--- config.mk ---
export PLATFORM = sky130hd
export DESIGN_NAME = pianoTop
export DESIGN_NICKNAME = d
export VERILOG_FILES = /design/src/toneTypesPkg.sv /design/src/panelPkg.sv /design/src/keyEncoder.sv /design/src/volumeControl.sv /design/src/toneGenerator.sv /design/src/speakerRouter.sv /design/src/panelDisplay.sv /design/src/pianoTop.sv
export VERILOG_INCLUDE_DIRS = /design/src /design/src/src
export SDC_FILE = /design/constraint.sdc
export NUM_CORES = 1
export LEC_CHECK = 0
export BUFFER_PORTS_ARGS = -buffer_cell sky130_fd_sc_hd__buf_2
export CAP_MARGIN = 10
export CORE_ASPECT_RATIO = 0.5
export CORE_MARGIN = 4
export CORE_UTILIZATION = 30
export DETAILED_ROUTE_END_ITERATION = 12
export PLACE_DENSITY = 0.45
export RECOVER_POWER = 100
export SYNTH_ARGS = -nofsm -noshare
export SYNTH_HDL_FRONTEND = slang
export SYNTH_SLANG_ARGS = --single-unit
export TNS_END_PERCENT = 30
--- constraint.sdc ---
create_clock -name clk -period 7.1 [get_ports clk]
set_input_delay 0.71 -clock clk [delete_from_list [all_inputs] [get_ports clk]]
set_output_delay 0.71 -clock clk [all_outputs]
set_load 0.02 [all_outputs]
--- src/piano_settings.svh ---
// Piano build settings
// Clock base, note and volume ranges, display and counter sizes
`ifndef PIANO_SETTINGS_SVH
`define PIANO_SETTINGS_SVH

// Half of the tone reference rate, in clock cycles per second
`define TONE_BASE 12500000

// Notes in one octave
`define NOTE_COUNT 12

// Loudest volume step
`define VOLUME_MAX 5

// LEDs in the volume bar
`define LED_COUNT 10

// Resistor paths to the speaker, quietest first
`define PATH_COUNT 5

// Half-period counter width
`define HALF_PERIOD_W 16

`endif

--- src/toneTypesPkg.sv ---
// Tone types for the piano
// Note numbering, per-note period codes and half-period counts
`include "piano_settings.svh"

package toneTypesPkg;

	// A is 0 up to G-sharp at 11
	typedef logic [3:0] noteIdxT;
	typedef logic [8:0] periodCodeT;
	typedef logic [`HALF_PERIOD_W-1:0] halfPeriodT;

	// Period code of each note, a higher code gives a shorter half period
	function automatic periodCodeT noteCode(input noteIdxT idx);
		case (idx)
			4'd0: return 9'd511;
			4'd1: return 9'd482;
			4'd2: return 9'd455;
			4'd3: return 9'd430;
			4'd4: return 9'd405;
			4'd5: return 9'd383;
			4'd6: return 9'd361;
			4'd7: return 9'd341;
			4'd8: return 9'd322;
			4'd9: return 9'd303;
			4'd10: return 9'd286;
			default: return 9'd270;
		endcase
	endfunction

	// Clock cycles between wave toggles
	// One constant division per note, picked by the index
	function automatic halfPeriodT halfPeriod(input noteIdxT idx);
		halfPeriodT count;
		count = '0;
		for (int i = 0; i < `NOTE_COUNT; i++) begin
			if (idx == noteIdxT'(i))
				count = halfPeriodT'(`TONE_BASE / noteCode(noteIdxT'(i)));
		end
		return count;
	endfunction

endpackage

--- src/panelPkg.sv ---
// Panel types for the piano
// Volume level, LED bar, speaker paths and note segment patterns
`include "piano_settings.svh"

package panelPkg;

	typedef logic [2:0] volumeT;
	typedef logic [`LED_COUNT-1:0] ledBarT;
	typedef logic [`PATH_COUNT-1:0] speakerPathsT;
	// Active low, dot included
	typedef logic [7:0] noteSegT;

	// Letter pattern per note, dot lit for sharps
	function automatic noteSegT noteSegments(input toneTypesPkg::noteIdxT idx,
			input logic valid);
		noteSegT seg;
		if (!valid)
			seg = '1;
		else
			case (idx)
				4'd0: seg = 8'b10000001;
				4'd1: seg = 8'b00000001;
				4'd2: seg = 8'b10011000;
				4'd3: seg = 8'b11110000;
				4'd4: seg = 8'b01110000;
				4'd5: seg = 8'b10001100;
				4'd6: seg = 8'b00001100;
				4'd7: seg = 8'b10110000;
				4'd8: seg = 8'b10110001;
				4'd9: seg = 8'b00110001;
				4'd10: seg = 8'b11010000;
				4'd11: seg = 8'b01010000;
				default: seg = '1;
			endcase
		return seg;
	endfunction

endpackage

--- src/keyEncoder.sv ---
// Key encoder
// One pressed key becomes a registered note number with a valid flag
`timescale 1ns/1ps
`include "piano_settings.svh"

module keyEncoder (
	input logic clk,
	input logic rstN,
	input logic powerOn,
	input logic [11:0] keys,
	output toneTypesPkg::noteIdxT noteIdx,
	output logic noteValid
);
	import toneTypesPkg::*;

	// Key position that plays A
	localparam int A_KEY = 5;

	logic singleKey;
	noteIdxT keyNote;

	// Exactly one bit set
	assign singleKey = (keys != '0) && ((keys & (keys - 1'b1)) == '0);

	// Top key is D-sharp, notes fall toward the bottom key and wrap at A
	always_comb begin
		keyNote = '0;
		for (int i = 0; i < `NOTE_COUNT; i++) begin
			if (keys[i])
				keyNote = noteIdxT'((A_KEY - i + `NOTE_COUNT) % `NOTE_COUNT);
		end
	end

	always_ff @(posedge clk) begin
		if (!rstN) begin
			noteIdx <= '0;
			noteValid <= 1'b0;
		end else begin
			noteIdx <= keyNote;
			// No note while powered down or on chords
			noteValid <= powerOn && singleKey;
		end
	end

endmodule

--- src/volumeControl.sv ---
// Volume control
// Two active-low buttons step a saturating level, one step per press
`timescale 1ns/1ps
`include "piano_settings.svh"

module volumeControl (
	input logic clk,
	input logic rstN,
	input logic volUpN,
	input logic volDownN,
	output panelPkg::volumeT volume
);
	import panelPkg::*;

	// Set after a step until both buttons are let go
	logic pressLatch;

	always_ff @(posedge clk) begin
		if (!rstN) begin
			volume <= '0;
			pressLatch <= 1'b0;
		end else if (!pressLatch && !volUpN) begin
			// Up wins when both are pressed
			if (volume < volumeT'(`VOLUME_MAX))
				volume <= volume + 1'b1;
			pressLatch <= 1'b1;
		end else if (!pressLatch && !volDownN) begin
			if (volume != '0)
				volume <= volume - 1'b1;
			pressLatch <= 1'b1;
		end else if (volUpN && volDownN) begin
			pressLatch <= 1'b0;
		end
	end

	// Level is independent of power, only reset clears it

endmodule

--- src/toneGenerator.sv ---
// Tone generator
// Half-period down counter toggling a square wave for the current note
`timescale 1ns/1ps

module toneGenerator (
	input logic clk,
	input logic rstN,
	input toneTypesPkg::noteIdxT noteIdx,
	input logic noteValid,
	output logic wave
);
	import toneTypesPkg::*;

	halfPeriodT count;
	halfPeriodT reloadCount;
	noteIdxT lastNote;
	logic lastValid;
	logic noteStart;

	// Counting runs H-1 down to 0, so toggles land H cycles apart
	assign reloadCount = halfPeriod(noteIdx) - 1'b1;

	// New key press or a switch to another key
	assign noteStart = noteValid && (!lastValid || (noteIdx != lastNote));

	always_ff @(posedge clk) begin
		if (!rstN) begin
			wave <= 1'b0;
			count <= '0;
			lastNote <= '0;
			lastValid <= 1'b0;
		end else begin
			lastNote <= noteIdx;
			lastValid <= noteValid;
			if (!noteValid) begin
				// Silent and ready for the next press
				wave <= 1'b0;
				count <= reloadCount;
			end else if (noteStart) begin
				// Restart the period, wave level is kept
				count <= reloadCount;
			end else if (count == '0) begin
				wave <= ~wave;
				count <= reloadCount;
			end else begin
				count <= count - 1'b1;
			end
		end
	end

endmodule

--- src/speakerRouter.sv ---
// Speaker router
// Puts the square wave on the one resistor path chosen by the volume
`timescale 1ns/1ps
`include "piano_settings.svh"

module speakerRouter (
	input logic clk,
	input logic rstN,
	input logic wave,
	input panelPkg::volumeT volume,
	output panelPkg::speakerPathsT speakerPaths
);
	import panelPkg::*;

	speakerPathsT pathNext;

	// Path 0 is the quietest and belongs to level 1
	// Level 0 matches no path and mutes
	always_comb begin
		for (int i = 0; i < `PATH_COUNT; i++)
			pathNext[i] = wave && (volume == volumeT'(i + 1));
	end

	always_ff @(posedge clk) begin
		if (!rstN)
			speakerPaths <= '0;
		else
			speakerPaths <= pathNext;
	end

endmodule

--- src/panelDisplay.sv ---
// Panel display
// Registered power dot, note letter and volume LED bar, blanked when off
`timescale 1ns/1ps
`include "piano_settings.svh"

module panelDisplay (
	input logic clk,
	input logic rstN,
	input logic powerOn,
	input toneTypesPkg::noteIdxT noteIdx,
	input logic noteValid,
	input panelPkg::volumeT volume,
	output panelPkg::ledBarT ledBar,
	output panelPkg::noteSegT noteSeg,
	output logic powerDotN
);
	import panelPkg::*;

	ledBarT ledNext;
	noteSegT segNext;

	// Two LEDs per level, filled from the top end of the bar
	always_comb begin
		for (int i = 0; i < `LED_COUNT; i++)
			ledNext[i] = (i >= `LED_COUNT - 2 * int'(volume));
	end

	// All segments dark when no single key is held
	assign segNext = noteSegments(noteIdx, noteValid);

	always_ff @(posedge clk) begin
		if (!rstN || !powerOn) begin
			// Power off looks the same as reset
			ledBar <= '0;
			noteSeg <= '1;
			powerDotN <= 1'b1;
		end else begin
			ledBar <= ledNext;
			noteSeg <= segNext;
			// Dot lit while on
			powerDotN <= 1'b0;
		end
	end

endmodule

--- src/pianoTop.sv ---
// Keyboard synthesizer top level
// Keys and volume buttons in, speaker paths and panel outputs out
`timescale 1ns/1ps

module pianoTop (
	input logic clk,
	input logic rstN,
	input logic powerOn,
	input logic [11:0] keys,
	input logic volUpN,
	input logic volDownN,
	output panelPkg::speakerPathsT speakerPaths,
	output panelPkg::ledBarT ledBar,
	output panelPkg::noteSegT noteSeg,
	output logic powerDotN
);
	import toneTypesPkg::*;
	import panelPkg::*;

	noteIdxT noteIdx;
	logic noteValid;
	volumeT volume;
	logic wave;

	// Input side
	keyEncoder keyEncoder_i (
		.clk(clk),
		.rstN(rstN),
		.powerOn(powerOn),
		.keys(keys),
		.noteIdx(noteIdx),
		.noteValid(noteValid)
	);

	volumeControl volumeControl_i (
		.clk(clk),
		.rstN(rstN),
		.volUpN(volUpN),
		.volDownN(volDownN),
		.volume(volume)
	);

	// Tone
	toneGenerator toneGenerator_i (
		.clk(clk),
		.rstN(rstN),
		.noteIdx(noteIdx),
		.noteValid(noteValid),
		.wave(wave)
	);

	// Output side
	speakerRouter speakerRouter_i (
		.clk(clk),
		.rstN(rstN),
		.wave(wave),
		.volume(volume),
		.speakerPaths(speakerPaths)
	);

	panelDisplay panelDisplay_i (
		.clk(clk),
		.rstN(rstN),
		.powerOn(powerOn),
		.noteIdx(noteIdx),
		.noteValid(noteValid),
		.volume(volume),
		.ledBar(ledBar),
		.noteSeg(noteSeg),
		.powerDotN(powerDotN)
	);

endmodule

After elaboration in Yosys (flattened, before gate mapping)
Memory sizes are Yosys's and may differ from the RTL's. A register that Yosys moved wholly into a read port is not among the register bits. Index checks and enable logic that the tools add are counted.

Reduce and logical (&&, ||, !) cells: 33. Divide/modulo/power cells: 12. Mux-type cells: 47. Add/subtract/negate cells: 6. Bitwise gates (word level): 5. Order comparisons: 11. Eq/ne operators: 18.

Operator list (number): divider 24 x 9 -> 32 bit, first input constant (12); two-way mux 16 bit (15); two-way mux 9 bit (12); two-way mux 3 bit (12); subtractor 16 x 1 -> 16 bit, second input constant (2); >= comparator 4 x 5 -> 1 bit, first input constant (4); equality test 4 x 3 -> 1 bit, second input constant (4); equality test 4 bit, second input constant (4); logical NOT 16 bit (1); two-way mux 4 bit (4); bitwise AND 12 bit (1); logical NOT 12 bit (1); nonzero test 12 bit (1); subtractor 12 x 1 -> 12 bit, second input constant (1); logical AND 1 bit (11); >= comparator 3 x 5 -> 1 bit, first input constant (2); >= comparator 5 bit, first input constant (2); equality test 4 x 2 -> 1 bit, second input constant (2); equality test 3 x 2 -> 1 bit, second input constant (2); equality test 3 bit, second input constant (2); logical NOT 1 bit (6); nonzero test 3 bit (2); >= comparator 1 x 5 -> 1 bit, first input constant (1); >= comparator 2 x 5 -> 1 bit, first input constant (1); other kinds (17) (27).

Register bits after elaboration: 47. Memory bits (read-only): 128. Memories kept: 1. Output and inout port bits: 24.

Memory list: (no name shown) (words 16, width 8, read ports 1, clocked after Yosys merged registers in 1, write ports 0, RTL line panelPkg.sv:20) `case (idx)`.

Depth between registers and ports, before layout
Gate-level depths: netlist (run 1).

Depth in word-level cells: 19. Depth in mapped cells: 13.

Hierarchy
Synthesis (run 1) repeated with hierarchy kept, for this count alone.

Cell total of the unflattened synthesis: 346. Area total of the unflattened synthesis: 2882.8 um2.

Modules (own cells, without submodules): toneGenerator (area an instance 1427.6 um2, times used 1, cells each 180); panelDisplay (area an instance 708.2 um2, times used 1, cells each 77); keyEncoder (area an instance 361.6 um2, times used 1, cells each 47); volumeControl (area an instance 231.5 um2, times used 1, cells each 28); speakerRouter (area an instance 153.9 um2, times used 1, cells each 14).

Worst setup path before layout (run 1)
OpenSTA, ideal clock, no wires.

Path type: register to register. From: register keyEncoder_i.noteIdx[0]. To: register toneGenerator_i.count[2]. Data required time: 6.968 ns. Library setup time: 0.132 ns. Cell stages (with the launch flop): 13. Slack: 4.363 ns. Arrival time: 2.604 ns. Cell sequence: dfxtp_1 -> inv_1 -> ha_1 -> clkbuf_1 -> clkbuf_1 -> nor3_1 -> nor3b_1 -> a21oi_1 -> or2_2 -> ha_1 -> or4_1 -> o211ai_1 -> a21oi_1.

Longest elaborated chain between the ends: 17.

RTL lines: start, declared (RTL line keyEncoder.sv:11) `output toneTypesPkg::noteIdxT noteIdx,`; start signal, assigned (RTL line keyEncoder.sv:39) `noteIdx <= keyNote;`; logical NOT 4 bit (RTL line toneTypesPkg.sv:36) `if (idx == noteIdxT'(i))`; two-way mux 16 bit (12 in series) (RTL line toneTypesPkg.sv:36); subtractor 16 x 1 -> 16 bit (RTL line toneGenerator.sv:21) `assign reloadCount = halfPeriod(noteIdx) - 1'b1;`; two-way mux 16 bit (RTL line toneGenerator.sv:42) `end else if (count == '0) begin`; two-way mux 16 bit (RTL line toneGenerator.sv:39) `end else if (noteStart) begin`; two-way mux 16 bit * (RTL line toneGenerator.sv:35) `if (!noteValid) begin`; end signal, assigned (RTL line toneGenerator.sv:38) `count <= reloadCount;`; end signal, assigned (RTL line toneGenerator.sv:41) `count <= reloadCount;`; end signal, assigned (RTL line toneGenerator.sv:44) `count <= reloadCount;`; end, declared (RTL line toneGenerator.sv:14) `halfPeriodT count;`.

Mark *: on every way between the ends. The rest lies on a longest branch, timed or not. A chain may end at the register's enable or synchronous reset.

Worst setup path after layout (run 1)
From: register keyEncoder_i.noteIdx[3]. To: register toneGenerator_i.count[9].

The elaborated chain is that of the path after synthesis.

==> results of run 1 <==
[layer usage]
| metal | global-route usage | up-vias | wire length, µm |
|---|---|---|---|
| met3 | 0.0276 | 2 | 234 |
| li1 | - | 1376 | - |
| met1 | 0.181 | 1251 | 4020 |
| met4 | 0.0215 | 0 | 33 |
| met5 | 0 | - | 0 |
| met2 | 0.201 | 33 | 3220 |
[cells in the mapped netlist, drive strengths merged (5+ instances only)]
cell type	instances	area, µm²
nand3	14	70.1
o21ai	16	80.1
buf	9	47.5
a211oi	14	105
nor2b	10	62.6
dfxtp	54	1080
inv	15	56.3
nand2	24	90.1
clkbuf	12	45.0
a21oi	31	155
nand2b	6	37.5
nor2	42	165
xor2	10	87.6
nor4	6	73.8
ha	21	263
xnor2	12	105
o31ai	5	37.5
nor3	11	60.1
and3	7	43.8
[flip-flops by register name (all words and copies together) (netlist names)]
register and cells:
keyEncoder_i.noteIdx 4, keyEncoder_i.noteValid 1, panelDisplay_i.ledBar 9, panelDisplay_i.noteSeg 8, panelDisplay_i.powerDotN 1, speakerRouter_i.speakerPaths 5
toneGenerator_i.count 16, toneGenerator_i.lastNote 4, toneGenerator_i.lastValid 1, toneGenerator_i.wave 1, volumeControl_i.pressLatch 1, volumeControl_i.volume 3
[kinds of logic after synthesis]
group / share of synthesized area
XOR/XNOR: 0.0620
adder cells (fa/ha/maj): 0.0882
buffers and inverters: 0.0479
AND/OR/NAND/NOR: 0.248
flip-flops: 0.348
multiplexers: 0.00966
AO/OA/AOI/OAI: 0.196
[worst max path at each step]
stage / startpoint / to / slack, ns / depth (start not counted)
floorplan: keyEncoder_i.noteIdx[0] / toneGenerator_i.count[2] / 4.36 / 12
global placement: keyEncoder_i.noteIdx[0] / toneGenerator_i.count[2] / 4.36 / 10
detailed placement: keyEncoder_i.noteIdx[0] / toneGenerator_i.count[2] / 4.27 / 10
CTS: keyEncoder_i.noteIdx[0] / toneGenerator_i.count[2] / 4.24 / 10
global route: keyEncoder_i.noteIdx[3] / toneGenerator_i.count[9] / 3.56 / 5
finish: keyEncoder_i.noteIdx[3] / toneGenerator_i.count[9] / 3.96 / 5
[metrics by stage]
step                      utilization  hold WS (ns)  worst slack [ns]  std cells
after floorplan                     -         0.471              4.36        373
after global placement          0.348         0.523              4.36        528
after detailed placement        0.348         0.532              4.27        528
after CTS                       0.365         0.542              4.24        536
after global routing            0.362         0.569              3.56        536
final                           0.362         0.544              3.96        536
[area by class of cell]
class / instances / area [µm²] / area share
multi-input combinational: 283 / 1870 / 0.531
tap: 135 / 169 / 0.0479
clock inverter: 3 / 48.8 / 0.0138
inverter: 15 / 56.3 / 0.0160
sequential: 54 / 1080 / 0.306
clock buffer: 5 / 125 / 0.0354
timing repair buffer: 41 / 176 / 0.0500
[critical path: cells and delay by family (launching register included)]
kind             cells  cell delay, ns
AO/OA/AOI/OAI        1            0.30
XOR/XNOR             1            0.19
flip-flops           1            0.96
AND/OR/NAND/NOR      3            1.58
[report_power, final]
part	switching [µW]	internal (µW)	total [µW]
Combinational	95.8	68.6	164
Sequential	22.4	321	344
Clock	115	169	284
Total	233	559	792
==> impl_metrics.json, run 1 <==
{
  "status": "finished clean",
  "powerDensity_nw_per_um2": 224,
  "yosysSeqAreaShare": 0.348,
  "cp.arrival_ns": 3.34,
  "r2r-start": "keyEncoder_i.noteIdx[3]",
  "p_leak_uw": 0.00133,
  "ios": 41,
  "firstDrtPassIters": 4,
  "dpl.hpwl_mm": 5.49,
  "area_growth_pct": 13.6,
  "fin_skew_ns": 0.00587,
  "grt_first_pass_wirelength_mm": 12.8,
  "crit_required_ns": 7.30,
  "slowest_stage": "nor3_1",
  "ys_warn_count": 0,
  "postSynth.asyncResetShare": 0,
  "drt.antenna.violating_nets": 0,
  "grt_setup_unrepaired": "no",
  "r2r_cells": 5,
  "clock_path_buffers": 2,
  "grt_pass1_vias": 2529,
  "cts_buffers": 5,
  "cts_tree": "done",
  "power.ir.vdd_worst_v": 0.000119,
  "setup_viol": 0,
  "synth_edf_count": 0,
  "max_clock_freq_mhz": 318,
  "slowest_delay_ns": 1.07,
  "synth-seq-cells": 54,
  "timing.rr.end": "toneGenerator_i.count[9]",
  "finalPower_uw": 792,
  "avgSynthCellArea_um2": 8.33,
  "cts_sinks": 54,
  "startpoint_type": "flop",
  "rows": 25,
  "post_cts_buffers": 0,
  "synth_nets": 411,
  "ctsResizeCount": 0,
  "coreArea_um2": 9760,
  "layout-drive-gt1-share": 0.0873,
  "diodes": 0,
  "layout_min_cycle_time_ns": 3.14,
  "fin_crit_sh": 0.442,
  "holdCritStartpoint": "keyEncoder_i.noteValid",
  "grt_max_degree": 35,
  "holdPathEnd": "toneGenerator_i.lastValid",
  "drc_errors": 0,
  "drt_iter0_markers": 94,
  "nets": 438,
  "endpoint_kind": "flop",
  "vias_per_cell": 4.97,
  "placed_area_um2": 3390,
  "vias": 2662,
  "start_util": 0.318,
  "grt_remaining_overflow": 0,
  "maxCapViolCount": 0,
  "worstSetupPathType": "flop to flop",
  "clk_latency_ns": 0.29,
  "hold_viol": 0,
  "regToRegSetupSlack_ns": 3.96,
  "synth_cells": 373,
  "cts.clk_slew.worst_paths_ns": 0.07,
  "cts_root_buf": "clkbuf_16",
  "track_usage": 0.127,
  "cp_max_fo": 30,
  "relSlewSlack": 0.119,
  "routed_wl_mm": 7.50,
  "finalInstanceArea_um2": 3530,
  "cts_hold_repair.buffers": 0,
  "fin_tns_setup_ns": 0,
  "wl_per_cell_um": 14.0,
  "h-tree-depth": 2,
  "dieArea_um2": 12200,
  "antenna_found_initial": 0,
  "final_common_cell": "dfxtp_1",
  "ys.flop_type": "dfxtp_1",
  "slew_violations": 0,
  "dieWidth_um": 152,
  "worstHoldPathCells": 2,
  "finalWeightedCongestion": 0.844,
  "hold_class": "flop to flop",
  "path_cells": "xnor2_1 > nand3_1 > nor3_1 > nand2_1 > a211oi_1",
  "port-buffer-count": 40,
  "ys_types": 56,
  "layout_common_cells": "dfxtp_1 (54), nor2_1 (41), a21oi_1 (31)",
  "die_h_um": 80.0,
  "synth.cell_area_um2": 3110,
  "worst_pin_slew_ns": 1.31,
  "fillCellCount": 1055
}
Power figures use the tool's default switching activity.
==> run 2: changes to the inputs <==
--- a/config.mk
+++ b/config.mk
@@ -6,13 +6,14 @@
 export SDC_FILE = /design/constraint.sdc
 export NUM_CORES = 1
 export LEC_CHECK = 0
+export ABC_AREA = 1
 export BUFFER_PORTS_ARGS = -buffer_cell sky130_fd_sc_hd__buf_2
 export CAP_MARGIN = 10
 export CORE_ASPECT_RATIO = 0.5
 export CORE_MARGIN = 4
 export CORE_UTILIZATION = 30
 export DETAILED_ROUTE_END_ITERATION = 12
-export PLACE_DENSITY = 0.45
+export PLACE_DENSITY = 0.47
 export RECOVER_POWER = 100
 export SYNTH_ARGS = -nofsm -noshare
 export SYNTH_HDL_FRONTEND = slang
==> constraint.sdc (replaced) <==
create_clock -name clk -period 2.62 [get_ports clk]
set_input_delay 0.262 -clock clk [delete_from_list [all_inputs] [get_ports clk]]
set_output_delay 0.262 -clock clk [all_outputs]
set_load 0.02 [all_outputs]
==> run 2 against run 1 <==
Net effect: sequential power rose to 2.7 times the previous value; sequential share of layout area decreased by 0.55 points; clock power is 130% higher; clock skew up 0.0059 ns; die area is 1.2% higher; fmax rose by 44%; synthesized cell count is 22% higher; total power grew to 2.6 times the previous value; largest cell class unchanged; highest routed layer unchanged.
==> impl_metrics.json, run 2 <==
{
  "fin_tns_setup_ns": 0,
  "crit_required_ns": 2.81,
  "firstDrtPassIters": 4,
  "cts_root_buf": "clkbuf_16",
  "relSlewSlack": 0.313,
  "cp_common_cell": "inv_1",
  "area_growth_pct": 14.1,
  "timing.rr.end": "toneGenerator_i.count[2]",
  "layout_min_cycle_time_ns": 2.18,
  "antenna_found_initial": 0,
  "holdCritStartpoint": "volDownN",
  "fin_crit_sh": 0.834,
  "vias_per_cell": 4.44,
  "post_cts_buffers": 0,
  "setup_ws_ns": 0.436,
  "ys.flop_type": "dfxtp_1",
  "p_leak_uw": 0.00174,
  "worstHoldPathCells": 2,
  "layout-drive-gt1-share": 0.0880,
  "vias": 2842,
  "fillCellCount": 1150,
  "wl_per_cell_um": 12.0,
  "setup_viol": 0,
  "clk_latency_ns": 0.30,
  "holdPathEnd": "volumeControl_i.pressLatch",
  "synth_edf_count": 0,
  "path_cells": "inv_1 > ha_1 > inv_1 > nor2_1 > nor2_1 > nand2_2 > nand2_1 > nand2_1 > ha_1 > inv_1 > nand3_1 > nand3_1 > nand3_1 > inv_1",
  "largest_register_ffs": 16,
  "post-place-ws_ns": 0.510,
  "cts_sinks": 54,
  "layout_common_cells": "nand2_1 (86), inv_1 (71), nor2_1 (65)",
  "maxCapViolCount": 0,
  "largestRegisters": "toneGenerator_i.count (16), panelDisplay_i.ledBar (9), panelDisplay_i.noteSeg (8)",
  "powerDensity_nw_per_um2": 577,
  "synth_most_common_cell": "nand2_1",
  "max_clock_freq_mhz": 458,
  "dieWidth_um": 153,
  "ys_warn_count": 0,
  "slew_violations": 0,
  "cts_hold_repair.buffers": 0,
  "grt_max_degree": 23,
  "grt_remaining_overflow": 0,
  "clock_path_buffers": 2,
  "cp.arrival_ns": 2.37,
  "cts_tree": "done",
  "grt_first_pass_wirelength_mm": 13.4,
  "dpl.hpwl_mm": 5.93,
  "synth_area_leaders": "dfxtp_1 (34%), nand2_1 (10%), inv_1 (8.5%), ha_1 (8.3%), nor2_1 (7.3%)",
  "finalPower_uw": 2080,
  "cts.clk_slew.worst_paths_ns": 0.07,
  "ctsResizeCount": 0,
  "r2r-start": "keyEncoder_i.noteIdx[0]",
  "port-buffer-count": 40,
  "track_usage": 0.134,
  "start_util": 0.308,
  "diodes": 0,
  "synth_top_cell_by_area": "dfxtp_1",
  "avgSynthCellArea_um2": 6.91,
  "fin_skew_ns": 0.0118,
  "finalWeightedCongestion": 0.865,
  "postSynth.asyncResetShare": 0,
  "cts_buffers": 5,
  "hold_class": "input port to flop",
  "h-tree-depth": 2,
  "die_h_um": 80.5,
  "worst_pin_slew_ns": 1.03,
  "yosysSeqAreaShare": 0.343,
  "synth_top_area_frac": 0.343,
  "drt.antenna.violating_nets": 0,
  "cp_max_fo": 7,
  "routed_wl_mm": 7.68,
  "dieArea_um2": 12300,
  "worstSetupPathType": "flop to flop",
  "endpoint_kind": "flop",
  "slowest_stage": "dfxtp_1",
  "coreArea_um2": 10200,
  "power.ir.vdd_worst_v": 0.000258,
  "rows": 26,
  "synth.cell_area_um2": 3150,
  "startpoint_type": "flop",
  "synth-seq-cells": 54,
  "slowest_delay_ns": 0.37,
  "ys_types": 36,
  "hold_viol": 0,
  "r2r_cells": 14,
  "regToRegSetupSlack_ns": 0.44,
  "ios": 41,
  "status": "finished clean",
  "final_common_cell": "nand2_1",
  "synth_nets": 494,
  "synth_cells": 456,
  "synth_commonest_cells": "nand2_1 (85), inv_1 (71), nor2_1 (61)",
  "nets": 538,
  "drt_iter0_markers": 163,
  "drc_errors": 0,
  "grt_pass1_vias": 2787,
  "grt_setup_unrepaired": "no",
  "regMostFlops": "toneGenerator_i.count"
}
[run 2: cell count changes after synthesis, moves of 10 or more]
cell / previous run / this run
a211oi_1: 14 / 3
inv_1: 14 / 71
nand2_1: 24 / 85
nand3_1: 14 / 25
nor2_1: 41 / 61
nor2b_1: 10 / 0
o21ai_1: 0 / 12
[run 2: logic make-up after synthesis]
logic type      after synthesis  share of synthesized area
simple gates                205                      0.287
buf+inv                      84                      0.106
compound gates               78                      0.141
flops                        54                      0.343
fa+ha+maj                    21                     0.0834
xor+xnor                     14                     0.0389
[run 2: layout make-up]
cell class | count | area [µm²] | area share
multi-input combinational | 318 | 1720 | 0.478
sequential | 54 | 1080 | 0.301
inverter | 77 | 289 | 0.0804
timing repair buffer | 44 | 193 | 0.0536
tap | 140 | 175 | 0.0487
clock buffer | 5 | 125 | 0.0348
clock inverter | 2 | 13.8 | 0.00383
[run 2: how the worst max path moves through the flow]
stage	startpoint	endpoint	slack, ns	cells past startpoint
after global placement	keyEncoder_i.noteIdx[0]	toneGenerator_i.count[4]	0.55	15
after CTS	keyEncoder_i.noteIdx[0]	toneGenerator_i.count[4]	0.50	15
after floorplan	keyEncoder_i.noteIdx[0]	toneGenerator_i.count[4]	0.75	15
after global routing	keyEncoder_i.noteIdx[0]	toneGenerator_i.count[4]	0.18	15
after detailed placement	keyEncoder_i.noteIdx[0]	toneGenerator_i.count[4]	0.51	15
final	keyEncoder_i.noteIdx[0]	toneGenerator_i.count[2]	0.44	14
[run 2: metrics by stage]
| stage | instance area [µm²] | std cells | util | hold slack, ns |
|---|---|---|---|---|
| after floorplan | 3150 | 456 | - | 0.340 |
| after global placement | 3510 | 633 | 0.344 | 0.467 |
| after detailed placement | 3510 | 633 | 0.344 | 0.466 |
| after CTS | 3650 | 640 | 0.357 | 0.146 |
| after global routing | 3590 | 640 | 0.352 | 0.156 |
| final | 3590 | 640 | 0.352 | 0.161 |
[run 2: power by group]
| part | switching (µW) | internal [µW] | leakage (µW) | total [µW] |
|---|---|---|---|---|
| logic | 312 | 175 | 0.00122 | 488 |
| clock network | 315 | 352 | 0.0000701 | 667 |
| registers | 45.3 | 876 | 0.000443 | 921 |
| total | 672 | 1400 | 0.00174 | 2080 |
[run 2: per-layer routing]
| metal | GRT usage | share of wire |
|---|---|---|
| met5 | 0 | 0 |
| met4 | 0.0347 | 0.011 |
| met3 | 0.0328 | 0.037 |
| met2 | 0.209 | 0.41 |
| met1 | 0.184 | 0.54 |
[run 2: critical path, delay by kind of cell, from the launching register on]
| family | cells | cell delay, ns |
|---|---|---|
| buffers and inverters | 4 | 0.36 |
| AND/OR/NAND/NOR | 8 | 0.93 |
| flip-flops | 1 | 0.37 |
| adder cells (fa/ha/maj) | 2 | 0.42 |
